## config.mk

```make
export PLATFORM = sky130hd
export DESIGN_NAME = respRouter_flat
export DESIGN_NICKNAME = d
export VERILOG_FILES = /design/src/hw/memCtrlPkg.sv /design/src/hw/memRespIf.sv /design/src/hw/respRouter.sv /design/src/flat_wrapper.sv
export SDC_FILE = /design/constraint.sdc
export NUM_CORES = 1
export LEC_CHECK = 0
export BUFFER_PORTS_ARGS = -buffer_cell sky130_fd_sc_hd__clkbuf_2
export CORE_ASPECT_RATIO = 2
export CORE_MARGIN = 1
export CORE_UTILIZATION = 46
export CTS_CLUSTER_DIAMETER = 60
export DETAILED_ROUTE_END_ITERATION = 8
export PLACE_DENSITY_LB_ADDON = 0.05
export SETUP_SLACK_MARGIN = 0.02
export SYNTH_ARGS = -nofsm -noshare
export SYNTH_HDL_FRONTEND = slang
export SYNTH_SLANG_ARGS = --single-unit
```

## constraint.sdc

```tcl
create_clock -name clk -period 3.1 [get_ports clk]
set_input_delay 0.62 -clock clk [delete_from_list [all_inputs] [get_ports clk]]
set_output_delay 0.62 -clock clk [all_outputs]
set_load 0.03 [all_outputs]
```

## src/hw/memCtrlPkg.sv

```systemverilog
package memCtrlPkg;

    // what an access does on the byte RAM
    typedef enum logic [1:0] {
        kindFetch = 2'd0,
        kindLoad  = 2'd1,
        kindStore = 2'd2
    } accessKind;

    // which port asked, and so which port gets the response
    typedef enum logic {
        fetchPort = 1'b0,
        dataPort  = 1'b1
    } reqSource;

    // access length of 1, 2 or 4 bytes
    typedef logic [2:0] accessLen;

    typedef logic [31:0] memWord;

    // legal lengths
    localparam accessLen lenByte = 3'd1;
    localparam accessLen lenHalf = 3'd2;
    localparam accessLen lenWord = 3'd4;

endpackage

```

## src/hw/memRespIf.sv

```systemverilog
`timescale 1ns/100ps

// completed access with a single-cycle valid pulse
interface memRespIf;
    logic                  valid;
    memCtrlPkg::reqSource  source;
    memCtrlPkg::accessKind kind;
    memCtrlPkg::accessLen  len;
    memCtrlPkg::memWord    data;

    modport master (
        output valid, source, kind, len, data
    );

    modport slave (
        input valid, source, kind, len, data
    );
endinterface

```

## src/hw/respRouter.sv

```systemverilog
`timescale 1ns/100ps

module respRouter (
    input  logic               clk,
    input  logic               rst,

    memRespIf.slave            resp,

    output logic               fetchRespValid,
    output memCtrlPkg::memWord fetchRespInst,

    output logic               dataRespValid,
    output memCtrlPkg::memWord dataRespData
);
    memCtrlPkg::memWord loadMask;

    // zero extension by access length
    always_comb begin
        case (resp.len)
            memCtrlPkg::lenByte: loadMask = 32'h0000_00ff;
            memCtrlPkg::lenHalf: loadMask = 32'h0000_ffff;
            default:             loadMask = 32'hffff_ffff;
        endcase
    end

    always_ff @(posedge clk) begin
        if (rst) begin
            fetchRespValid <= 1'b0;
            dataRespValid  <= 1'b0;
        end else begin
            fetchRespValid <= resp.valid && (resp.source == memCtrlPkg::fetchPort);
            dataRespValid  <= resp.valid && (resp.source == memCtrlPkg::dataPort);
        end
    end

    always_ff @(posedge clk) begin
        if (resp.valid) begin
            if (resp.source == memCtrlPkg::fetchPort) begin
                fetchRespInst <= resp.data;
            end else if (resp.kind == memCtrlPkg::kindStore) begin
                // stores only acknowledge
                dataRespData <= '0;
            end else begin
                dataRespData <= resp.data & loadMask;
            end
        end
    end

endmodule

```

## src/flat_wrapper.sv

```systemverilog
// flat-port wrapper written by rule: the top's interface ports become plain ports
module respRouter_flat 
  (clk, rst, fetchRespValid, fetchRespInst, dataRespValid, dataRespData, resp_valid, resp_source, resp_kind, resp_len, resp_data);
  memRespIf resp_i ();
  input  logic clk;
  input  logic rst;
  output logic fetchRespValid;
  output memCtrlPkg::memWord fetchRespInst;
  output logic dataRespValid;
  output memCtrlPkg::memWord dataRespData;
  input wire logic [$bits(resp_i.valid)-1:0] resp_valid;
  input wire logic [$bits(resp_i.source)-1:0] resp_source;
  input wire logic [$bits(resp_i.kind)-1:0] resp_kind;
  input wire logic [$bits(resp_i.len)-1:0] resp_len;
  input wire logic [$bits(resp_i.data)-1:0] resp_data;
  assign resp_i.valid = resp_valid;
  assign resp_i.source = resp_source;
  assign resp_i.kind = resp_kind;
  assign resp_i.len = resp_len;
  assign resp_i.data = resp_data;
  respRouter u_core (.clk(clk), .rst(rst), .resp(resp_i), .fetchRespValid(fetchRespValid), .fetchRespInst(fetchRespInst), .dataRespValid(dataRespValid), .dataRespData(dataRespData));
endmodule
```

==> results.rst <==
.. list-table::
   :header-rows: 1

   * - Metric
     - Value
   * - Number of clock sinks
     - 66
   * - Slowest cell delay on critical path
     - 0.77 ns
   * - Starting density of the core
     - roughly half
   * - Antenna violations before repair
     - 0
   * - Post-synthesis area per instance
     - 18.44 sq um
   * - Placed wire-length estimate
     - between 3000 and 4000 um
   * - Peak supply drop
     - between 0.0005 and 0.0006 V
   * - Pre-CTS worst setup slack
     - 1.186 ns
   * - Endpoints failing hold
     - 0
   * - Final setup margin
     - about 1.5 ns
   * - Pwr/cell area
     - 627.0 mW/mm^2
   * - Critical-path cell list
     - clkbuf_2 > nor2b_4
   * - Average detailed-routed wire length per instance
     - approximately 15 um
   * - Biggest area consumer among synthesized cells
     - sky130_fd_sc_hd__edfxtp_1
   * - Port Buffers
     - about 110
   * - Sequential fraction of the synthesis area
     - slightly above 80%
   * - Gpl congestion
     - 0.6937
   * - Total die area
     - 0.005438 sq mm
   * - Detailed-route vias per instance
     - 4.977
   * - Fin crit period
     - between 1.5 and 2 ns
   * - Clock edge transition at the registers on the reported setup and hold paths
     - 0.06 ns
   * - Global-route wire length before repair
     - approximately 6800 um
   * - Sort of element at the end of the critical path
     - register
   * - Count of yosys warnings during synthesis
     - 0
   * - Chip height
     - approximately 100 um
   * - Overall Global Routing Usage
     - 18.42%
   * - Row cnt
     - 36
   * - Number of post-CTS setup repair buffers
     - 0
   * - Core Box Area
     - 0.004910 sq mm
   * - Proportion of layout cells with a drive suffix above 1
     - around half
   * - Hold Buf Count CTS
     - 0
   * - RSZ-0062 raised after global routing
     - false
   * - Slowest library cell on the worst path
     - sky130_fd_sc_hd__nor2b_4
   * - Total negative slack for setup checks
     - 0 ns
   * - Number of CTS-inserted buffers
     - 9
   * - Max-slew violation total from the final report
     - 0
   * - Number of synthesized register bits
     - 66
   * - Overall overflow remaining after global route
     - 0
   * - Aggregate routed wire length
     - 4561 um
   * - Worst-case clock buffer depth
     - 2
   * - Post-route antenna net violation count
     - 0
   * - Post-synthesis cell count
     - 128
   * - Run status
     - completed
   * - Critical path's top delay family
     - simple AND/OR/NAND/NOR gates
   * - Die boundary width
     - between 50 and 60 um
   * - Kind of launch point of the worst setup path
     - input pin
   * - H-tree level count
     - 3
   * - Crit path buffers/inverters
     - 1
   * - Via count
     - 1513
   * - Buffer type at the clock tree root
     - sky130_fd_sc_hd__clkbuf_8
   * - Normalized max-slew margin
     - between 30 and 40%
   * - Endpoint required time on the critical path
     - 3.05 ns
   * - Top-Level Pins
     - 107
   * - DRC errors left
     - 0
   * - Number of distinct library cells after synthesis
     - 16
   * - Diode insertion count for antenna repair
     - 0
   * - Area Growth Syn to Fin
     - 32.18%
   * - Endpoints failing setup
     - 0
   * - Fmax
     - 634.8 MHz
   * - Period utilization
     - ~50%
   * - First drt pass iteration count
     - 4
   * - Number of global-route vias before repair
     - about 1500
   * - Number of design-rule violations left by the first detailed-router iteration
     - 43
   * - Classification of the worst setup path
     - in -> reg
   * - Hold crit path type
     - in -> reg
   * - Netlist area before placement
     - 0.002360 sq mm
   * - CP Max Fanout
     - 32
   * - Number of cells upsized or downsized after cts
     - 0
   * - Tightest Pin Transition
     - approximately 0.95 ns
   * - Area share of the largest cell type after synthesis
     - around 81%
   * - Pin count of the biggest net entering global routing
     - 33
   * - TritonCTS clock tree
     - built
   * - Synthesized net count
     - 169
   * - # nets final
     - 283
   * - Leakage dissipation
     - 1.338 nW
   * - Cells taking the most area after synthesis
     - sky130_fd_sc_hd__edfxtp_1 (81%), sky130_fd_sc_hd__a211oi_1 (4.5%), sky130_fd_sc_hd__inv_1 (2.7%), sky130_fd_sc_hd__and2_1 (2.4%), sky130_fd_sc_hd__and3_1 (2.1%)
   * - Data arrival, critical path
     - 1.52 ns
   * - # Max-Cap Violations
     - 0
-- per-layer routing --
metal / track usage, % / part of all wire, %
met1: 19.42 / 35
met2: 30.67 / 55
met3: 7.456 / 7.9
met4: 9.717 / 1.7
met5: 0 / 0
-- registers in the layout (all words and copies together), names as in the netlist --
name / count
u_core.dataRespData: 32
u_core.fetchRespValid: 1
u_core.fetchRespInst: 32
u_core.dataRespValid: 1
-- where the power goes --
group / leakage, nW / total [mW] / internal, mW / switching, mW
Combinational: 0.652 / 0.274 / 0.0763 / 0.198
Sequential: 0.601 / 1.07 / 1.05 / 0.0160
Clock: 0.0850 / 0.616 / 0.336 / 0.279
-- through the flow --
step | instances | utilization [%] | hold WS [ns] | total power, mW | cell area (sq um)
floorplan | 128 | - | 0.6951 | 1.264 | 2360
global placement | 288 | 60.07 | 0.7951 | 1.355 | 2949
detailed placement | 288 | 60.07 | 0.8030 | 1.362 | 2949
CTS | 304 | 63.53 | 0.4511 | 1.976 | 3119
global route | 304 | 63.53 | 0.4387 | 2.033 | 3119
finish | 304 | 63.53 | 0.4653 | 1.956 | 3119
-- final cells by class --
class / count / area, sq um
sequential: 66 / 1962
fill: 401 / 1790
timing repair buffer: 108 / 545.5
multi-input combinational: 40 / 306.5
clock buffer: 16 / 170.2
tap: 57 / 71.32
inverter: 17 / 63.81
-- cells by family (layout without fill, tap and decap cells) --
family | after synthesis | count (layout) | share of synthesized area [%]
buffers and inverters | 22 | 141 | 4.189
flip-flops | 66 | 66 | 83.14
AND/OR/NAND/NOR | 23 | 23 | 6.469
AO/OA/AOI/OAI | 16 | 16 | 5.514
XOR/XNOR | 1 | 1 | 0.6895
-- cell usage in the layout (no fill, tap or decap), types with 2 or more instances in the layout --
cell / count
sky130_fd_sc_hd__clkbuf_2: 106
sky130_fd_sc_hd__clkbuf_8: 11
sky130_fd_sc_hd__a211oi_2: 2
sky130_fd_sc_hd__and3_1: 8
sky130_fd_sc_hd__clkbuf_1: 5
sky130_fd_sc_hd__inv_1: 17
sky130_fd_sc_hd__edfxtp_1: 64
sky130_fd_sc_hd__a211oi_1: 14
sky130_fd_sc_hd__buf_4: 2
sky130_fd_sc_hd__dfxtp_1: 2
sky130_fd_sc_hd__and2_1: 9
-- cells in the mapped netlist --
cell,number
sky130_fd_sc_hd__nor2b_1,2
sky130_fd_sc_hd__xor2_2,1
sky130_fd_sc_hd__clkbuf_1,2
sky130_fd_sc_hd__and3_1,8
sky130_fd_sc_hd__a211oi_1,14
sky130_fd_sc_hd__and3b_1,1
sky130_fd_sc_hd__and2_1,9
sky130_fd_sc_hd__buf_2,1
sky130_fd_sc_hd__nand2b_1,1
sky130_fd_sc_hd__a211oi_2,2
sky130_fd_sc_hd__dfxtp_1,2
sky130_fd_sc_hd__inv_1,17
sky130_fd_sc_hd__nor3b_1,1
sky130_fd_sc_hd__or3b_4,1
sky130_fd_sc_hd__edfxtp_1,64
sky130_fd_sc_hd__buf_6,2
-- worst paths after layout --
check | from | end | slack [ns] | depth (start not counted)
worst min-delay path | rst | u_core.fetchRespValid | 0.47 | 2
worst max-delay path | resp_valid | u_core.fetchRespInst[29] | 1.52 | 2
(Power assumes the default switching activity.)
