==> src/hw/memCtrl_cfg.svh <==
`ifndef MEM_CTRL_CFG_SVH
`define MEM_CTRL_CFG_SVH

// byte address width of the shared RAM
`define MEM_ADDR_W 16

// RAM size in bytes
`define MEM_DEPTH (1 << `MEM_ADDR_W)

`endif

==> src/hw/memCtrlPkg.sv <==
package memCtrlPkg;

    // what an access does on the byte RAM
    typedef enum logic [1:0] {
        kindFetch = 2'd0,
        kindLoad  = 2'd1,
        kindStore = 2'd2
    } accessKind;

    // which port asked, and so which port gets the response
    typedef enum logic {
        fetchPort = 1'b0,
        dataPort  = 1'b1
    } reqSource;

    // access length of 1, 2 or 4 bytes
    typedef logic [2:0] accessLen;

    typedef logic [31:0] memWord;

    // legal lengths
    localparam accessLen lenByte = 3'd1;
    localparam accessLen lenHalf = 3'd2;
    localparam accessLen lenWord = 3'd4;

endpackage

==> src/hw/memReqIf.sv <==
`timescale 1ns/100ps
`include "memCtrl_cfg.svh"

// one arbitrated request with a valid/ready handshake
interface memReqIf;
    logic                   valid;
    logic                   ready;
    memCtrlPkg::accessKind  kind;
    memCtrlPkg::reqSource   source;
    logic [`MEM_ADDR_W-1:0] addr;
    memCtrlPkg::accessLen   len;
    memCtrlPkg::memWord     wdata;

    modport master (
        output valid, kind, source, addr, len, wdata,
        input  ready
    );

    modport slave (
        input  valid, kind, source, addr, len, wdata,
        output ready
    );
endinterface

==> src/hw/memArbiter.sv <==
`timescale 1ns/100ps
`include "memCtrl_cfg.svh"

module memArbiter (
    input  logic                   clk,
    input  logic                   rst,

    input  logic                   fetchValid,
    output logic                   fetchReady,
    input  logic [`MEM_ADDR_W-1:0] fetchAddr,

    input  logic                   dataValid,
    output logic                   dataReady,
    input  logic                   dataWrite,
    input  memCtrlPkg::accessLen   dataLen,
    input  logic [`MEM_ADDR_W-1:0] dataAddr,
    input  memCtrlPkg::memWord     dataWdata,

    memReqIf.master                req
);
    logic stageValid;
    logic stageFree;
    logic takeData;
    logic takeFetch;

    // stage can refill in the cycle it hands off
    assign stageFree = !stageValid || req.ready;

    // data port first and fetch waits while data is asking
    assign dataReady  = stageFree;
    assign fetchReady = stageFree && !dataValid;

    assign takeData  = dataValid && dataReady;
    assign takeFetch = fetchValid && fetchReady;

    assign req.valid = stageValid;

    always_ff @(posedge clk) begin
        if (rst) begin
            stageValid <= 1'b0;
        end else if (takeData || takeFetch) begin
            stageValid <= 1'b1;
        end else if (req.ready) begin
            stageValid <= 1'b0;
        end
    end

    always_ff @(posedge clk) begin
        if (takeData) begin
            req.kind   <= dataWrite ? memCtrlPkg::kindStore : memCtrlPkg::kindLoad;
            req.source <= memCtrlPkg::dataPort;
            req.addr   <= dataAddr;
            req.len    <= dataLen;
            req.wdata  <= dataWdata;
        end else if (takeFetch) begin
            // instruction fetch is always a whole word
            req.kind   <= memCtrlPkg::kindFetch;
            req.source <= memCtrlPkg::fetchPort;
            req.addr   <= fetchAddr;
            req.len    <= memCtrlPkg::lenWord;
            req.wdata  <= '0;
        end
    end

endmodule

==> src/flat_wrapper.sv <==
// flat-port wrapper written by rule: the top's interface ports become plain ports
module memArbiter_flat 
  (clk, rst, fetchValid, fetchReady, fetchAddr, dataValid, dataReady, dataWrite, dataLen, dataAddr, dataWdata, req_valid, req_kind, req_source, req_addr, req_len, req_wdata, req_ready);
  memReqIf req_i ();
  input  logic clk;
  input  logic rst;
  input  logic fetchValid;
  output logic fetchReady;
  input  logic [`MEM_ADDR_W-1:0] fetchAddr;
  input  logic dataValid;
  output logic dataReady;
  input  logic dataWrite;
  input  memCtrlPkg::accessLen dataLen;
  input  logic [`MEM_ADDR_W-1:0] dataAddr;
  input  memCtrlPkg::memWord dataWdata;
  output wire logic [$bits(req_i.valid)-1:0] req_valid;
  output wire logic [$bits(req_i.kind)-1:0] req_kind;
  output wire logic [$bits(req_i.source)-1:0] req_source;
  output wire logic [$bits(req_i.addr)-1:0] req_addr;
  output wire logic [$bits(req_i.len)-1:0] req_len;
  output wire logic [$bits(req_i.wdata)-1:0] req_wdata;
  input wire logic [$bits(req_i.ready)-1:0] req_ready;
  assign req_valid = req_i.valid;
  assign req_kind = req_i.kind;
  assign req_source = req_i.source;
  assign req_addr = req_i.addr;
  assign req_len = req_i.len;
  assign req_wdata = req_i.wdata;
  assign req_i.ready = req_ready;
  memArbiter u_core (.clk(clk), .rst(rst), .fetchValid(fetchValid), .fetchReady(fetchReady), .fetchAddr(fetchAddr), .dataValid(dataValid), .dataReady(dataReady), .dataWrite(dataWrite), .dataLen(dataLen), .dataAddr(dataAddr), .dataWdata(dataWdata), .req(req_i));
endmodule
==> config.mk <==
export PLATFORM = sky130hd
export DESIGN_NAME = memArbiter_flat
export DESIGN_NICKNAME = d
export VERILOG_FILES = /design/src/hw/memCtrlPkg.sv /design/src/hw/memReqIf.sv /design/src/hw/memArbiter.sv /design/src/flat_wrapper.sv
export VERILOG_INCLUDE_DIRS = /design/src /design/src/hw
export SDC_FILE = /design/constraint.sdc
export NUM_CORES = 1
export LEC_CHECK = 0
export ABC_AREA = 1
export BUFFER_PORTS_ARGS = -buffer_cell sky130_fd_sc_hd__clkbuf_2
export CAP_MARGIN = 20
export CORE_ASPECT_RATIO = 0.5
export CORE_MARGIN = 10
export CORE_UTILIZATION = 43
export DETAILED_ROUTE_END_ITERATION = 10
export PLACE_DENSITY = 0.79
export SETUP_SLACK_MARGIN = 0.02
export SLEW_MARGIN = 10
export SYNTH_ARGS = -nofsm -noshare
export SYNTH_HDL_FRONTEND = slang
export SYNTH_SLANG_ARGS = --single-unit
export TNS_END_PERCENT = 30
==> constraint.sdc <==
create_clock -name clk -period 2.8 [get_ports clk]
set_input_delay 0.14 -clock clk [delete_from_list [all_inputs] [get_ports clk]]
set_output_delay 0.14 -clock clk [all_outputs]
set_load 0.005 [all_outputs]
==> run_results.csv, run 1 <==
group,metric,value,unit
routing,firstDrtPassIters,4,
floorplan,start_util,45.05,%
sta,finalCritPeriodShare,65.17,%
placement,placedCellCount,389,
sta,fmax,548.0,MHz
setup_path,cp.arrival,1840,ps
synth,synth.avg_cell_area,11.37,sq um
clock_network,cts-buffers-inserted,5,
clock_network,htreeDepth,2,
setup_path,r2r_end,"u_core.req.wdata[15]$_SDFFCE_PP0P_",
clock_network,clock_latency,300,ps
clock_network,cts_tree,"built",
final_layout,multi_input_area,387.9,sq um
clock_network,clock_path_buffers,2,
routing,first_iter_violations,106,
routing,vias_per_cell,4.437,
clock_network,cts_num_sinks,55,
sta,setup_tns,0,ps
setup_path,rr_worst_depth,4,
floorplan,num_rows,18,
setup_path,cp-start-kind,"flip-flop",
routing,route.detailed.drc,0,
setup_path,critPathKind,"flip-flop to flip-flop",
setup_path,cp-end-kind,"flip-flop",
min_path,min_path_type,"primary input to flip-flop",
final_layout,nNetsFinal,400,
sta,worst_pin_slew,559.7,ps
floorplan,core,0.005000,sq mm
status,status,"completed",
placement,io_buffers,129,
setup_path,reg2reg_slack,980,ps
global_routing,grt_pass1_wl,9.135,mm
routing,vias,1766,
final_layout,post-route-cell-area,0.003017,sq mm
job,maxCapViolations,0,
synth,seq_area_frac_synth,72.44,%
clock_network,clk_pin_slew_worst_paths,90,ps
setup_path,cp_max_fo,28,
sta,rsz0062_at_grt,"no",
floorplan,die-width,122.4,um
final_layout,seq_area,0.001632,sq mm
sta,fin_skew,5.561,ps
placement,gp_congestion,0.7466,
clock_network,post_cts.repair.setup_buffers,0,
global_routing,grt_overflow,0,
final_layout,area_delta_synth_final,33.94,%
placement,dpl_cell_area,0.002923,sq mm
synth,yosysWarningCount,0,
routing,drt-wirelength-per-cell,15.04,um
routing,routed_wl,5.984,mm
final_layout,final_core_util,60.34,%
pwr,power.density,554.6,mW/mm^2
final_layout,fillers,427,
final_layout,antennaDiodeCount,0,
setup_path,critPathLaunch,"u_core.req.valid$_SDFFE_PP0P_",
floorplan,dieArea,0.008708,sq mm
pwr,power,1673,uW
floorplan,die_y,71.18,um
floorplan,ios,130,
final_layout,fin_cells,398,
setup_path,critPathRequiredTime,2810,ps
sta,relSlewSlack,62.63,%
setup_path,critPathCapture,"u_core.req.wdata[15]$_SDFFCE_PP0P_",
synth,ys_ff_latch,55,
pwr,ir_drop,0.2443,mV
global_routing,grt_max_degree,54,
synth,syn_nets,271,
sta,setup_violations,0,
global_routing,antenna_found_initial,0,
sta,period_minus_slack,1825,ps
synth,ys_types,13,
global_routing,track_usage,13.55,%
global_routing,grt_pass1_vias,1830,
pwr,p_leak,0.001611,uW
final_layout,drive_gt1_share,42.68,%
sta,final_hold_viol_count,0,
sta,final_max_slew_viol_count,0,
setup_path,timing.rr.start,"u_core.req.valid$_SDFFE_PP0P_",
clock_network,cts-root-buf,"clkbuf_8",
synth,netlist_area,0.002252,sq mm
routing,ant_nets,0,
placement,dp_hpwl,4.725,mm
synth,synth_cells,198,
==> worst max-delay path, cell delays in order, from the launching register on <==
cell and delay (ps):
dfxtp_1 330, nand2_2 330, nand2_1 140, inv_2 440, buf_12 270
==> routing by layer <==
layer / share of wire, % / track usage [%] / routed length, um
met1: 32 / 12.57 / 1917
met2: 58 / 25.89 / 3443
met3: 7.0 / 4.038 / 417
met4: 3.4 / 7.922 / 206
met5: 0 / 0 / 0
==> how the worst min path moves through the flow <==
stage,start,endpoint,slack (ps),cells after the start
3_3_place_gp,rst,u_core.req.valid$_SDFFE_PP0P_,300,2
2_1_floorplan,rst,u_core.req.valid$_SDFFE_PP0P_,210,1
5_1_grt,dataLen[2],u_core.req.len[2]$_SDFFCE_PP1P_,100,2
3_5_place_dp,rst,u_core.req.valid$_SDFFE_PP0P_,300,2
4_1_cts,fetchAddr[8],u_core.req.addr[8]$_DFFE_PP_,90,3
6_report,fetchAddr[1],u_core.req.addr[1]$_DFFE_PP_,100,3
==> registers in the layout, indices dropped and copies added, names as in the netlist <==
name,cells
u_core.req.source,1
u_core.req.valid,1
u_core.req.wdata,32
u_core.req.len,3
u_core.req.kind,2
u_core.req.addr,16
==> cell usage in the layout, fill, tap and decap left out <==
master         instances
inv_1                 38
nand2_1               36
edfxtp_1              53
nand2_2                1
nand3_1               16
clkbuf_8               5
nand3b_1               1
buf_12                 1
inv_2                  2
nand2_4                1
clkbuf_2             129
dfxtp_1                2
clkinvlp_4             1
dlygate4sd3_1          1
nor2_1                38
a21oi_1                1
clkinv_1               2
==> where the power goes <==
part | internal, uW | switching [uW] | total (uW)
logic | 111 | 136 | 247
registers | 992 | 21.3 | 1010
clock network | 170 | 243 | 413
==> synthesized netlist by cell type <==
cell      count  area, sq um
nand3_1      16        80.08
inv_1        39        146.4
nand2_2       1        6.260
nand3b_1      1        7.510
nand2_1      36        135.1
dfxtp_1       2        40.04
edfxtp_1     53         1592
nand2_4       1        11.26
nor2_1       38        142.6
buf_6         6        67.56
a21oi_1       1        5.000
buf_2         3        15.01
inv_2         1        3.750
==> through the flow <==
stage	hold slack, ps	worst slack [ps]
after global placement	301.1	1088
after floorplan	209.1	863.6
after CTS	89.23	973.5
after detailed placement	298.9	986.3
after global routing	98.63	841.6
final	104.3	975.2
==> layout make-up <==
class	count	area share, %
inverters	40	4.977
well taps	70	2.903
clock buffers	5	2.281
flip-flops and latches	55	54.09
multi-input cells	94	12.86
clock inverters	3	0.4977
repair buffers	131	22.40
==> what timing repair did <==
item                                   CTS  global route
endpoints found under the hold margin    1             0
hold buffers                             1             0
resized for setup                        0             0
==> cell families after synthesis <==
kind of cell	synth area share, %
and+or+nand+nor	17.00
DFF	72.44
buffers and inverters	10.33
AOI/OAI and AO/OA	0.2220
Note: power is estimated with default switching activity, not from simulation.
==> run 2: changes to the inputs <==
==> constraint.sdc (replaced) <==
create_clock -name clk -period 1.8 [get_ports clk]
set_input_delay 0.09 -clock clk [delete_from_list [all_inputs] [get_ports clk]]
set_output_delay 0.09 -clock clk [all_outputs]
set_load 0.005 [all_outputs]
==> run 2 against run 1 <==
Net effect:
- final area rose by 2.7%
- largest power group unchanged
- hold slack got worse by 55 ps
- critical endpoint is now u_core.req.wdata[6]$_SDFFCE_PP0P_
- clock skew fell by 2.5 ps
- global-route usage fell by 0.79 points
- core utilization rose by 1.7 points
- first-iteration DRC count fell by 18%
- critical path type unchanged
- register-to-register slack got worse by 650 ps
- die area did not move
==> run_results.csv, run 2 (synthesis gave the netlist of run 1 again) <==
group,metric,value,unit
setup_path,reg2reg_slack,330,ps
final_layout,area_delta_synth_final,37.61,%
job,maxCapViolations,0,
final_layout,post-route-cell-area,0.003099,sq mm
clock_network,cts-root-buf,"clkbuf_8",
placement,io_buffers,129,
clock_network,clk_pin_slew_worst_paths,90,ps
final_layout,nNetsFinal,404,
setup_path,cp-end-kind,"flip-flop",
global_routing,grt_pass1_vias,1762,
floorplan,ios,130,
routing,vias,1752,
floorplan,die_y,71.18,um
final_layout,multi_input_area,387.9,sq um
sta,period_minus_slack,1470,ps
status,status,"completed",
setup_path,cp.arrival,1520,ps
sta,worst_pin_slew,522.5,ps
sta,relSlewSlack,65.14,%
setup_path,cp-start-kind,"flip-flop",
sta,setup_violations,0,
global_routing,antenna_found_initial,0,
final_layout,drive_gt1_share,43.67,%
clock_network,clock_latency,290,ps
clock_network,cts_num_sinks,55,
floorplan,num_rows,18,
final_layout,fillers,431,
clock_network,clock_path_buffers,2,
final_layout,final_common_cell,"clkbuf_2",
global_routing,track_usage,12.76,%
final_layout,layout_common_cells,"clkbuf_2 (129), edfxtp_1 (53), inv_1 (38), nor2_1 (38), nand2_1 (36)",
clock_network,post_cts.repair.setup_buffers,0,
setup_path,crit_chain,"nand2_2 -> nand2_1 -> clkinvlp_4 -> buf_12",
sta,rsz0062_at_grt,"no",
sta,final_max_slew_viol_count,0,
placement,dpl_cell_area,0.002957,sq mm
routing,first_iter_violations,87,
routing,route.detailed.drc,0,
floorplan,start_util,45.05,%
setup_path,crit_slowest_cell,"dfxtp_1",
floorplan,core,0.005000,sq mm
clock_network,htreeDepth,2,
clock_network,cts_hold_buf,1,
setup_path,critPathRequiredTime,1850,ps
global_routing,grt_max_degree,54,
pwr,ir_drop,0.4773,mV
final_layout,seq_area,0.001632,sq mm
sta,final_hold_viol_count,0,
placement,dp_hpwl,4.652,mm
routing,ant_nets,0,
final_layout,antennaDiodeCount,0,
routing,drt-wirelength-per-cell,14.60,um
sta,setup_tns,0,ps
routing,firstDrtPassIters,4,
setup_path,cp_top_family,"buffers and inverters",
setup_path,critPathBufInv,2,
floorplan,dieArea,0.008708,sq mm
global_routing,grt_pass1_wl,8.797,mm
floorplan,die-width,122.4,um
setup_path,critPathKind,"flip-flop to flip-flop",
sta,finalCritPeriodShare,81.67,%
sta,fmax,680.3,MHz
routing,routed_wl,5.870,mm
sta,fin_skew,3.012,ps
final_layout,largest_register,"u_core.req.wdata",
final_layout,largest_reg_flops,32,
clock_network,cts-resized-gates,0,
min_path,min_path_type,"primary input to flip-flop",
setup_path,cp_max_fo,25,
setup_path,cp_slowest_stage_delay,360,ps
final_layout,final_core_util,61.99,%
global_routing,grt_overflow,0,
placement,gp_congestion,0.7313,
final_layout,top_regs,"u_core.req.wdata (32), u_core.req.addr (16), u_core.req.len (3)",
clock_network,cts_tree,"built",
pwr,power.density,934.8,mW/mm^2
pwr,p_leak,0.001652,uW
clock_network,cts-buffers-inserted,5,
routing,vias_per_cell,4.358,
==> run 2: cell types whose count changed in the layout (fill, tap and decap cells not counted) <==
cell / delta
clkbuf_1: +1
clkinv_1: -2
bufinv_16: +2
buf_4: +4
inv_2: -1
==> run 2: final cells by class <==
type | count | share of cell area [%]
Clock buffer | 6 | 2.342
Tap cell | 70 | 2.826
Multi-Input combinational cell | 94 | 12.52
Sequential cell | 55 | 52.64
Timing Repair Buffer | 135 | 22.77
Clock inverter | 2 | 1.938
Inverter | 40 | 4.966
==> run 2: per-stage QoR <==
step,hold slack [ps],instances,power (uW),setup WS [ps]
after floorplan,159.1,198,1766,94.29
after global placement,248.9,393,1987,408.8
after detailed placement,256.0,393,2004,335.3
after CTS,43.50,402,2927,327.0
after global routing,57.12,402,3022,200.1
final,49.23,402,2897,330.0
==> run 2: layer usage <==
metal | track usage [%] | wire length, um | vias up
met4 | 3.247 | 53 | 0
met5 | 0 | 0 | -
li1 | - | - | 884
met3 | 4.196 | 396 | 4
met2 | 25.48 | 3344 | 48
met1 | 12.27 | 2076 | 816
==> run 2: final timing paths <==
path / startpoint / to / cells past startpoint
setup reg to reg: u_core.req.valid$_SDFFE_PP0P_ / u_core.req.wdata[6]$_SDFFCE_PP0P_ / 4
hold / removal: dataLen[2] / u_core.req.len[2]$_SDFFCE_PP1P_ / 2
hold reg to reg: u_core.req.source$_SDFFE_PN1P_ / u_core.req.source$_SDFFE_PN1P_ / 2
setup / recovery: u_core.req.valid$_SDFFE_PP0P_ / u_core.req.wdata[6]$_SDFFCE_PP0P_ / 4
==> run 2: power breakdown <==
group	switching [uW]	internal [uW]	total [uW]
Sequential	33.0	1540	1580
Clock	375	556	931
Combinational	211	180	391
