[src/hw/memCtrl_cfg.svh]
`ifndef MEM_CTRL_CFG_SVH
`define MEM_CTRL_CFG_SVH

// byte address width of the shared RAM
`define MEM_ADDR_W 16

// RAM size in bytes
`define MEM_DEPTH (1 << `MEM_ADDR_W)

`endif

[src/hw/memCtrlPkg.sv]
package memCtrlPkg;

    // what an access does on the byte RAM
    typedef enum logic [1:0] {
        kindFetch = 2'd0,
        kindLoad  = 2'd1,
        kindStore = 2'd2
    } accessKind;

    // which port asked, and so which port gets the response
    typedef enum logic {
        fetchPort = 1'b0,
        dataPort  = 1'b1
    } reqSource;

    // access length of 1, 2 or 4 bytes
    typedef logic [2:0] accessLen;

    typedef logic [31:0] memWord;

    // legal lengths
    localparam accessLen lenByte = 3'd1;
    localparam accessLen lenHalf = 3'd2;
    localparam accessLen lenWord = 3'd4;

endpackage

[src/hw/memReqIf.sv]
`timescale 1ns/100ps
`include "memCtrl_cfg.svh"

// one arbitrated request with a valid/ready handshake
interface memReqIf;
    logic                   valid;
    logic                   ready;
    memCtrlPkg::accessKind  kind;
    memCtrlPkg::reqSource   source;
    logic [`MEM_ADDR_W-1:0] addr;
    memCtrlPkg::accessLen   len;
    memCtrlPkg::memWord     wdata;

    modport master (
        output valid, kind, source, addr, len, wdata,
        input  ready
    );

    modport slave (
        input  valid, kind, source, addr, len, wdata,
        output ready
    );
endinterface

[src/hw/memRespIf.sv]
`timescale 1ns/100ps

// completed access with a single-cycle valid pulse
interface memRespIf;
    logic                  valid;
    memCtrlPkg::reqSource  source;
    memCtrlPkg::accessKind kind;
    memCtrlPkg::accessLen  len;
    memCtrlPkg::memWord    data;

    modport master (
        output valid, source, kind, len, data
    );

    modport slave (
        input valid, source, kind, len, data
    );
endinterface

[src/hw/byteSequencer.sv]
`timescale 1ns/100ps
`include "memCtrl_cfg.svh"

module byteSequencer (
    input  logic                   clk,
    input  logic                   rst,
    input  logic                   ioFull,

    memReqIf.slave                 req,
    memRespIf.master               resp,

    output logic                   ramWe,
    output logic [`MEM_ADDR_W-1:0] ramAddr,
    output logic [7:0]             ramWdata,
    input  logic [7:0]             ramRdata
);
    logic                   busy;
    logic                   accept;
    logic                   issue;
    logic                   isLast;
    logic [2:0]             cnt;
    logic [2:0]             curIdx;
    logic [`MEM_ADDR_W-1:0] baseAddr;
    logic [`MEM_ADDR_W-1:0] lastAddr;
    logic [`MEM_ADDR_W-1:0] curAddr;
    memCtrlPkg::accessKind  kindReg;
    memCtrlPkg::accessKind  curKind;
    memCtrlPkg::reqSource   srcReg;
    memCtrlPkg::reqSource   curSrc;
    memCtrlPkg::accessLen   lenReg;
    memCtrlPkg::accessLen   curLen;
    memCtrlPkg::memWord     wdataReg;
    memCtrlPkg::memWord     curWdata;
    memCtrlPkg::memWord     asmWord;
    memCtrlPkg::memWord     capWord;
    logic                   rdPend;
    logic                   rdLast;
    logic [1:0]             rdLane;

    // idle means no bytes left to walk and no read byte still on its way back
    assign req.ready = !busy && !rdPend && !ioFull;
    assign accept    = req.valid && req.ready;

    // first byte goes out in the acceptance cycle
    assign issue = busy ? !ioFull : accept;

    always_comb begin
        if (busy) begin
            curKind  = kindReg;
            curSrc   = srcReg;
            curLen   = lenReg;
            curIdx   = cnt;
            curAddr  = baseAddr + {{(`MEM_ADDR_W - 3){1'b0}}, cnt};
            curWdata = wdataReg;
        end else begin
            curKind  = req.kind;
            curSrc   = req.source;
            curLen   = req.len;
            curIdx   = 3'd0;
            curAddr  = req.addr;
            curWdata = req.wdata;
        end
    end

    assign isLast = (curIdx + 3'd1) == curLen;

    // hold the last address while idle or stalled so rdata stays put
    assign ramWe    = issue && (curKind == memCtrlPkg::kindStore);
    assign ramAddr  = issue ? curAddr : lastAddr;
    assign ramWdata = curWdata[{curIdx[1:0], 3'b000} +: 8];

    // returning byte dropped into its own lane
    always_comb begin
        capWord = asmWord;
        capWord[{rdLane, 3'b000} +: 8] = ramRdata;
    end

    always_ff @(posedge clk) begin
        if (rst) begin
            busy       <= 1'b0;
            cnt        <= 3'd0;
            rdPend     <= 1'b0;
            rdLast     <= 1'b0;
            lastAddr   <= '0;
            resp.valid <= 1'b0;
        end else begin
            resp.valid <= 1'b0;
            if (!ioFull) begin
                if (issue) begin
                    busy     <= !isLast;
                    cnt      <= curIdx + 3'd1;
                    lastAddr <= curAddr;
                end
                rdPend <= issue && (curKind != memCtrlPkg::kindStore);
                rdLast <= isLast;
                // store is done once its last byte is written
                if (ramWe && isLast) begin
                    resp.valid <= 1'b1;
                end
                // reads finish a cycle later, when the last byte comes back
                if (rdPend && rdLast) begin
                    resp.valid <= 1'b1;
                end
            end
        end
    end

    always_ff @(posedge clk) begin
        if (accept) begin
            kindReg  <= req.kind;
            srcReg   <= req.source;
            lenReg   <= req.len;
            baseAddr <= req.addr;
            wdataReg <= req.wdata;
            asmWord  <= '0;
        end else if (!ioFull && rdPend) begin
            asmWord <= capWord;
        end
        if (issue) begin
            rdLane <= curIdx[1:0];
        end
        if (ramWe && isLast) begin
            resp.source <= curSrc;
            resp.kind   <= curKind;
            resp.len    <= curLen;
            resp.data   <= '0;
        end else if (!ioFull && rdPend && rdLast) begin
            resp.source <= srcReg;
            resp.kind   <= kindReg;
            resp.len    <= lenReg;
            resp.data   <= capWord;
        end
    end

endmodule

[src/flat_wrapper.sv]
// flat-port wrapper written by rule: the top's interface ports become plain ports
module byteSequencer_flat 
  (clk, rst, ioFull, ramWe, ramAddr, ramWdata, ramRdata, req_valid, req_kind, req_source, req_addr, req_len, req_wdata, req_ready, resp_valid, resp_source, resp_kind, resp_len, resp_data);
  memReqIf req_i ();
  memRespIf resp_i ();
  input  logic clk;
  input  logic rst;
  input  logic ioFull;
  output logic ramWe;
  output logic [`MEM_ADDR_W-1:0] ramAddr;
  output logic [7:0] ramWdata;
  input  logic [7:0] ramRdata;
  input wire logic [$bits(req_i.valid)-1:0] req_valid;
  input wire logic [$bits(req_i.kind)-1:0] req_kind;
  input wire logic [$bits(req_i.source)-1:0] req_source;
  input wire logic [$bits(req_i.addr)-1:0] req_addr;
  input wire logic [$bits(req_i.len)-1:0] req_len;
  input wire logic [$bits(req_i.wdata)-1:0] req_wdata;
  output wire logic [$bits(req_i.ready)-1:0] req_ready;
  output wire logic [$bits(resp_i.valid)-1:0] resp_valid;
  output wire logic [$bits(resp_i.source)-1:0] resp_source;
  output wire logic [$bits(resp_i.kind)-1:0] resp_kind;
  output wire logic [$bits(resp_i.len)-1:0] resp_len;
  output wire logic [$bits(resp_i.data)-1:0] resp_data;
  assign req_i.valid = req_valid;
  assign req_i.kind = req_kind;
  assign req_i.source = req_source;
  assign req_i.addr = req_addr;
  assign req_i.len = req_len;
  assign req_i.wdata = req_wdata;
  assign req_ready = req_i.ready;
  assign resp_valid = resp_i.valid;
  assign resp_source = resp_i.source;
  assign resp_kind = resp_i.kind;
  assign resp_len = resp_i.len;
  assign resp_data = resp_i.data;
  byteSequencer u_core (.clk(clk), .rst(rst), .ioFull(ioFull), .req(req_i), .resp(resp_i), .ramWe(ramWe), .ramAddr(ramAddr), .ramWdata(ramWdata), .ramRdata(ramRdata));
endmodule
[config.mk]
export PLATFORM = sky130hd
export DESIGN_NAME = byteSequencer_flat
export DESIGN_NICKNAME = d
export VERILOG_FILES = /design/src/hw/memCtrlPkg.sv /design/src/hw/memReqIf.sv /design/src/hw/memRespIf.sv /design/src/hw/byteSequencer.sv /design/src/flat_wrapper.sv
export VERILOG_INCLUDE_DIRS = /design/src /design/src/hw
export SDC_FILE = /design/constraint.sdc
export NUM_CORES = 1
export LEC_CHECK = 0
export ABC_AREA = 1
export BUFFER_PORTS_ARGS = -buffer_cell sky130_fd_sc_hd__buf_2
export CAP_MARGIN = 20
export CORE_UTILIZATION = 50
export CTS_CLUSTER_SIZE = 12
export DETAILED_ROUTE_END_ITERATION = 16
export PLACE_DENSITY = 0.74
export SYNTH_ARGS = -nofsm -noshare
export SYNTH_HDL_FRONTEND = slang
export SYNTH_SLANG_ARGS = --single-unit
export TNS_END_PERCENT = 50
[constraint.sdc]
create_clock -name clk -period 3 [get_ports clk]
set_input_delay 0.9 -clock clk [delete_from_list [all_inputs] [get_ports clk]]
set_output_delay 0.9 -clock clk [all_outputs]
set_load 0.01 [all_outputs]
==> results of run 1 <==
-- synth_stat cells, types with 2 or more instances --
master / number / area (sq um)
o22ai_1: 32 / 200
nand4_1: 4 / 25.0
a32oi_1: 8 / 70.1
buf_4: 5 / 37.5
nand2_1: 281 / 1050
or2_2: 5 / 31.3
nand3_1: 33 / 165
nor2_1: 46 / 173
xnor2_1: 2 / 17.5
clkbuf_1: 24 / 90.1
inv_1: 144 / 541
o211ai_1: 33 / 248
dfxtp_1: 87 / 1740
buf_2: 4 / 20.0
a21oi_1: 32 / 160
edfxtp_1: 62 / 1860
nand2_2: 2 / 12.5
inv_2: 3 / 11.3
buf_1: 6 / 22.5
o21ai_1: 5 / 25.0
o21ai_0: 17 / 85.1
buf_6: 2 / 22.5
ha_1: 9 / 113
xor2_1: 2 / 17.5
-- where the power goes --
part / internal (mW) / switching (mW)
clock network: 1.57 / 0.791
logic: 0.441 / 0.620
registers: 2.35 / 0.0953
total: 4.36 / 1.51
-- registers in the layout, summed over array words and instances, names as in the netlist --
signal,cells
u_core.srcReg,1
u_core.baseAddr,16
u_core.wdataReg,32
u_core.resp.kind,2
u_core.asmWord,32
u_core.kindReg,2
u_core.busy,1
u_core.rdLane,2
u_core.resp.valid,1
u_core.resp.len,3
u_core.cnt,3
u_core.resp.source,1
u_core.lastAddr,16
u_core.resp.data,32
u_core.lenReg,3
u_core.rdPend,1
u_core.rdLast,1
-- repair_timing --
| action | CTS | global route |
|---|---|---|
| pin swaps | 6 | 7 |
| setup buffers | 12 | 1 |
| gates cloned | 0 | 0 |
| setup endpoints to repair | 16 | 25 |
| gates resized for setup | 18 | 29 |
-- layer usage --
layer	vias to the layer above	track usage, %	share of wire, %
met1	2709	29.1	44
met5	-	0	0
met2	186	38.8	47
li1	3034	-	-
met3	35	4.98	5.5
met4	0	11.2	2.8
-- metrics by stage --
stage	power [mW]	cells	hold WS [ns]	setup TNS, ns
finish	5.87	1191	0.484	-0.427
global route	6.13	1191	0.506	-1.44
CTS	5.86	1189	0.482	-0.515
detailed placement	3.48	1145	0.468	0
global placement	3.46	1145	0.461	0
floorplan	3.15	860	0.451	0
-- layout make-up --
class | count | area (sq um) | share of cell area, %
well taps | 176 | 220 | 2.55
clock buffers | 20 | 447 | 5.17
clock inverters | 12 | 206 | 2.39
inverters | 148 | 567 | 6.57
diodes | 1 | 2.50 | 0.0290
repair buffers | 163 | 923 | 10.7
flip-flops and latches | 149 | 3600 | 41.8
multi-input cells | 522 | 2660 | 30.8
-- critical path, stage by stage (launching register included) --
cell and delay, ns:
edfxtp_1 0.40, ha_2 0.21, fa_2 0.37, nand3_2 0.11, nand2_4 0.08, o21ai_0 0.21
nand3_1 0.09, o21ai_0 0.11, inv_1 0.06, buf_2 0.14
-- logic make-up (layout without fill, tap and decap cells) --
family	count (synthesis)	count (layout)	synth area share, %
AOI/OAI and AO/OA	130	130	11.8
xor gates and xnor gates	6	6	0.984
adders and majority gates	10	10	1.93
buffers and inverters	189	343	10.9
DFF	149	149	52.5
other	0	1	0
and+or+nand+nor	376	376	21.9
-- final timing paths --
check                     start                  end  slack, ns  cells past startpoint
max          u_core.baseAddr[0]           ramAddr[4]      -0.09                      9
min          u_core.lastAddr[9]   u_core.lastAddr[9]       0.48                      2
max reg2reg  u_core.baseAddr[0]  u_core.lastAddr[12]      -0.05                     22
min reg2reg  u_core.lastAddr[9]   u_core.lastAddr[9]       0.48                      2
==> results.txt, run 1 <==
status: finished with violations
failing checks: negative setup slack
nature of the critical path startpoint: register
vias in the first global route: 5524
residual antenna-violating net count after detailed routing: 0
synthesized netlist cell count: 860
Via Count: 5964
Clock Path Buffers: 2
critical setup path kind: reg2out
VDD IR max: 396 uV
final core area utilization: 64.9%
overall die area: 14200 sq um
H-Tree Level Count: 4
final-report setup violation count: 8
worst-case clock skew: 0.00572 ns
data arrival at the endpoint of the critical path: 2.19 ns
fraction of synthesis flops using an asynchronous set or reset pin: 0%
clock-pin slew reported for the worst setup and hold paths after clock tree synthesis: 0.06 ns
post-route worst setup slack: -0.0921 ns
fraction of final layout cells sized beyond drive strength 1: 23.3%
number of pins exceeding their max-slew limit in the final report: 0
syn_nets: 936
layout filler cell count: 1129
Synth-to-Final Area Change: 25.8%
Clock Root Buffer: clkbuf_16
Pwr Density: 680 nW/um^2
critical path peak fanout: 3
count of distinct cell types in the synthesized netlist: 36
Die X: 119 um
Initial Utilization: 51.6%
setup repair after global routing missed its margin: true
via density per instance: 5.01
total of flip-flops plus latches after synthesis: 149
number of warnings printed during yosys synthesis: 0
Mapped Area: 6870 sq um
maximum number of pins on one net before global-route repair: 65
Tmin final: 3.09 ns
type of destination of the critical path: output pin
post-place instance area: 7720 sq um
GR Overflow Total: 0
final number of hold-violating endpoints: 0
HPWL after detailed placement: 11000 um
number of placed I/O pins: 131
max_cap viols: 0
DRC violation total after the first TritonRoute iteration: 371
pre-CTS WS: 0.0233 ns
total CTS buffers: 17
Post-synth EDFFs: 62
global-route total usage across every layer: 23.4%
WL/cell: 13.6 um
first-pass GRT wire length: 26100 um
CTS tree: built
Main synth FF type: dfxtp_1
hold-fix buffer count after cts: 0
LEAKAGE: 4.50 nW
endpoint required time on the critical path: 2.10 ns
number of antenna violations at the first check in global routing: 1
top achievable clock speed: 323 MHz
total number of clock tree sinks: 149
Routability Congestion: 0.877
number of I/O port buffers: 130
Total Routed Length: 16100 um
finished layout cell area: 8630 sq um
syn avg cell area: 7.98 sq um
worst max-slew margin expressed relative to the limit: 59.3%
most common cell after layout, fill and taps aside: nand2_1
Core Region: 13300 sq um
chip height: 119 um
number of nets at the end of the flow: 1077
length of the first detailed-routing pass in iterations: 5
number of remaining DRC errors: 0
final worst path period share: 103%
slew at the pin closest to its max-slew limit: 0.610 ns
clock latency of the later-clocked register in the worst-skew pair: 0.42 ns
proportion of synthesized chip area in sequential cells: 52.5%
Tightest Hold Check Type: reg2reg
standard-cell rows: 42
most frequent cells in the layout: nand2_1 (272), inv_1 (140), buf_2 (130)
No activity file was read; power rests on OpenSTA's default activity.
==> run 2: changes to the inputs <==
==> constraint.sdc (replaced) <==
create_clock -name clk -period 2.8 [get_ports clk]
set_input_delay 0.84 -clock clk [delete_from_list [all_inputs] [get_ports clk]]
set_output_delay 0.84 -clock clk [all_outputs]
set_load 0.01 [all_outputs]
==> run 2 against run 1 <==
Against the previous run: the run still ends with negative setup slack left; routed wire length down 0.69%; register-to-register slack lost 0.14 ns; sequential share of layout area shrank 0.12 points; clock-buffer cell count decreased by 2; final cell count grew 0.34%; combinational power is 9% higher; non-clock buffer count up 5; flip-flop and latch count did not move; global-route usage rose by 0.16 points; sequential power up 7%; critical path type unchanged; largest cell class unchanged; highest routed layer unchanged.
==> results.txt, run 2 (same netlist as run 1, synthesis figures left out) <==
sequential cell fraction of total power: 43.3%
DRC violation total after the first TritonRoute iteration: 368
hold_sp: u_core.lastAddr[6]
number of remaining DRC errors: 0
most common cell after layout, fill and taps aside: nand2_1
Clock Path Buffers: 2
layout filler cell count: 1116
reg-to-reg startpoint: u_core.baseAddr[0]
data arrival at the endpoint of the critical path: 2.18 ns
length of the first detailed-routing pass in iterations: 5
VDD IR max: 779 uV
Total Routed Length: 16000 um
total number of clock tree sinks: 149
global routing met3 resource utilization: 7.57%
number of I/O port buffers: 130
maximum number of pins on one net before global-route repair: 65
design internal power: 4.40 mW
Routability Congestion: 0.834
failing checks: negative setup slack
Tmin final: 3.02 ns
hold-fix buffer count after cts: 0
switching power of the nets: 1.65 mW
relative contribution of combinational cells to total power: 19.1%
path depth of the worst reg2reg path: 20
overall die area: 14200 sq um
fraction of final layout cells sized beyond drive strength 1: 24.6%
type of destination of the critical path: output pin
global-route total usage across every layer: 23.6%
CTS tree: built
Initial Utilization: 51.6%
Clock Root Buffer: clkbuf_16
clock group share of total power: 37.5%
top achievable clock speed: 331 MHz
H-Tree Level Count: 4
number of pins exceeding their max-slew limit in the final report: 0
slew at the pin closest to its max-slew limit: 0.600 ns
worst max-slew margin expressed relative to the limit: 60.0%
Pwr Density: 698 nW/um^2
number of antenna violations at the first check in global routing: 0
antenna fix cells: 0
critical setup path kind: reg2out
GR Overflow Total: 0
number of placed I/O pins: 131
most frequent cells in the layout: nand2_1 (267), inv_1 (139), buf_2 (129)
standard-cell rows: 42
Via Count: 5975
Tightest Hold Check Type: reg2reg
met1 track utilization from global routing: 29.7%
post-place instance area: 7760 sq um
setup_tns: -1.80 ns
post-route worst setup slack: -0.225 ns
residual antenna-violating net count after detailed routing: 0
number of nets at the end of the flow: 1082
clock-pin slew reported for the worst setup and hold paths after clock tree synthesis: 0.06 ns
met2 GRT Util: 37.5%
final number of hold-violating endpoints: 0
final-report setup violation count: 15
Top Usage Layer GRT: met2
Sw Share: 27.2%
Core Region: 13300 sq um
chip height: 119 um
nature of the critical path startpoint: register
tightest hold margin: 0.476 ns
finished layout cell area: 8660 sq um
status: finished with violations
reg-to-reg endpoint: u_core.lastAddr[10]
clock latency of the later-clocked register in the worst-skew pair: 0.42 ns
setup repair after global routing missed its margin: true
total design power: 6.05 mW
vias in the first global route: 5435
WL/cell: 13.4 um
Die X: 119 um
worst min-delay path endpoint: u_core.lastAddr[6]
LEAKAGE: 4.49 nW
endpoint required time on the critical path: 1.96 ns
setup slack, reg-to-reg: -0.19 ns
total CTS buffers: 17
HPWL after detailed placement: 10700 um
first-pass GRT wire length: 26100 um
Hold Path Cell Cnt: 2
final worst path period share: 108%
final core area utilization: 65.1%
critical path peak fanout: 6
Synth-to-Final Area Change: 26.1%
max_cap viols: 0
via density per instance: 5.00
Regs by FF count: u_core.asmWord x32, u_core.resp.data x32, u_core.wdataReg x32
worst-case clock skew: 0.00837 ns
run 2: cell count changes in the layout (fill, tap and decap cells not counted), sizes merged:
cell,change
diode,-1
bufinv,-3
buf,+5
clkinvlp,+6
clkbuf,-2
clkinv,-1
run 2: power by group through the flow:
| stage | registers [mW] | logic (mW) | clock network [mW] |
|---|---|---|---|
| final | 2.62 | 1.16 | 2.27 |
| after global routing | 2.64 | 1.30 | 2.41 |
| after CTS | 2.62 | 1.13 | 2.30 |
| after detailed placement | 2.66 | 1.07 | 0 |
| after global placement | 2.65 | 1.06 | 0 |
| after floorplan | 2.68 | 0.704 | 0 |
run 2: final cells by class:
cell class / instances / area [sq um] / area share, %
flip-flops and latches: 149 / 3600 / 41.6
inverters: 148 / 571 / 6.59
clock buffers: 18 / 429 / 4.96
multi-input cells: 522 / 2680 / 30.9
repair buffers: 168 / 996 / 11.5
clock inverters: 14 / 160 / 1.85
well taps: 176 / 220 / 2.54
run 2: worst max path at each step:
| stage | from | end | slack (ns) | cells past startpoint |
|---|---|---|---|---|
| after global routing | u_core.baseAddr[0] | ramAddr[12] | -0.33 | 12 |
| after global placement | ioFull | ramAddr[9] | -0.01 | 10 |
| final | u_core.baseAddr[0] | ramAddr[12] | -0.22 | 12 |
| after CTS | u_core.baseAddr[0] | ramAddr[8] | -0.23 | 11 |
| after detailed placement | ioFull | ramAddr[10] | -0.09 | 10 |
| after floorplan | ioFull | ramAddr[5] | 0.02 | 10 |
run 2: per-stage QoR:
stage | std cells | setup slack, ns
floorplan | 860 | 0.0195
global placement | 1147 | -0.0140
detailed placement | 1147 | -0.0886
CTS | 1194 | -0.234
global route | 1195 | -0.333
finish | 1195 | -0.225
run 2: layer usage:
layer  vias to the layer above  part of all wire, %
met5                         -                    0
met4                         0                  1.8
met3                        21                  6.7
met2                       216                   47
met1                      2689                   44
li1                       3049                    -
run 2: critical path: stages (launching register included):
cell and delay (ns):
edfxtp_1 0.41, ha_4 0.19, fa_2 0.37, nand3_2 0.10, nand2_2 0.07, nand2_4 0.12
inv_2 0.06, nand2_2 0.06, nand2_1 0.06, nand3_2 0.08, nand2_2 0.07, nand2_2 0.06
buf_6 0.10
run 2: timing repair:
action,in CTS,in global routing
gates resized for setup,26,29
setup endpoints to repair,17,25
setup buffers,15,1
hold endpoints to repair,0,0
pin swaps,12,21
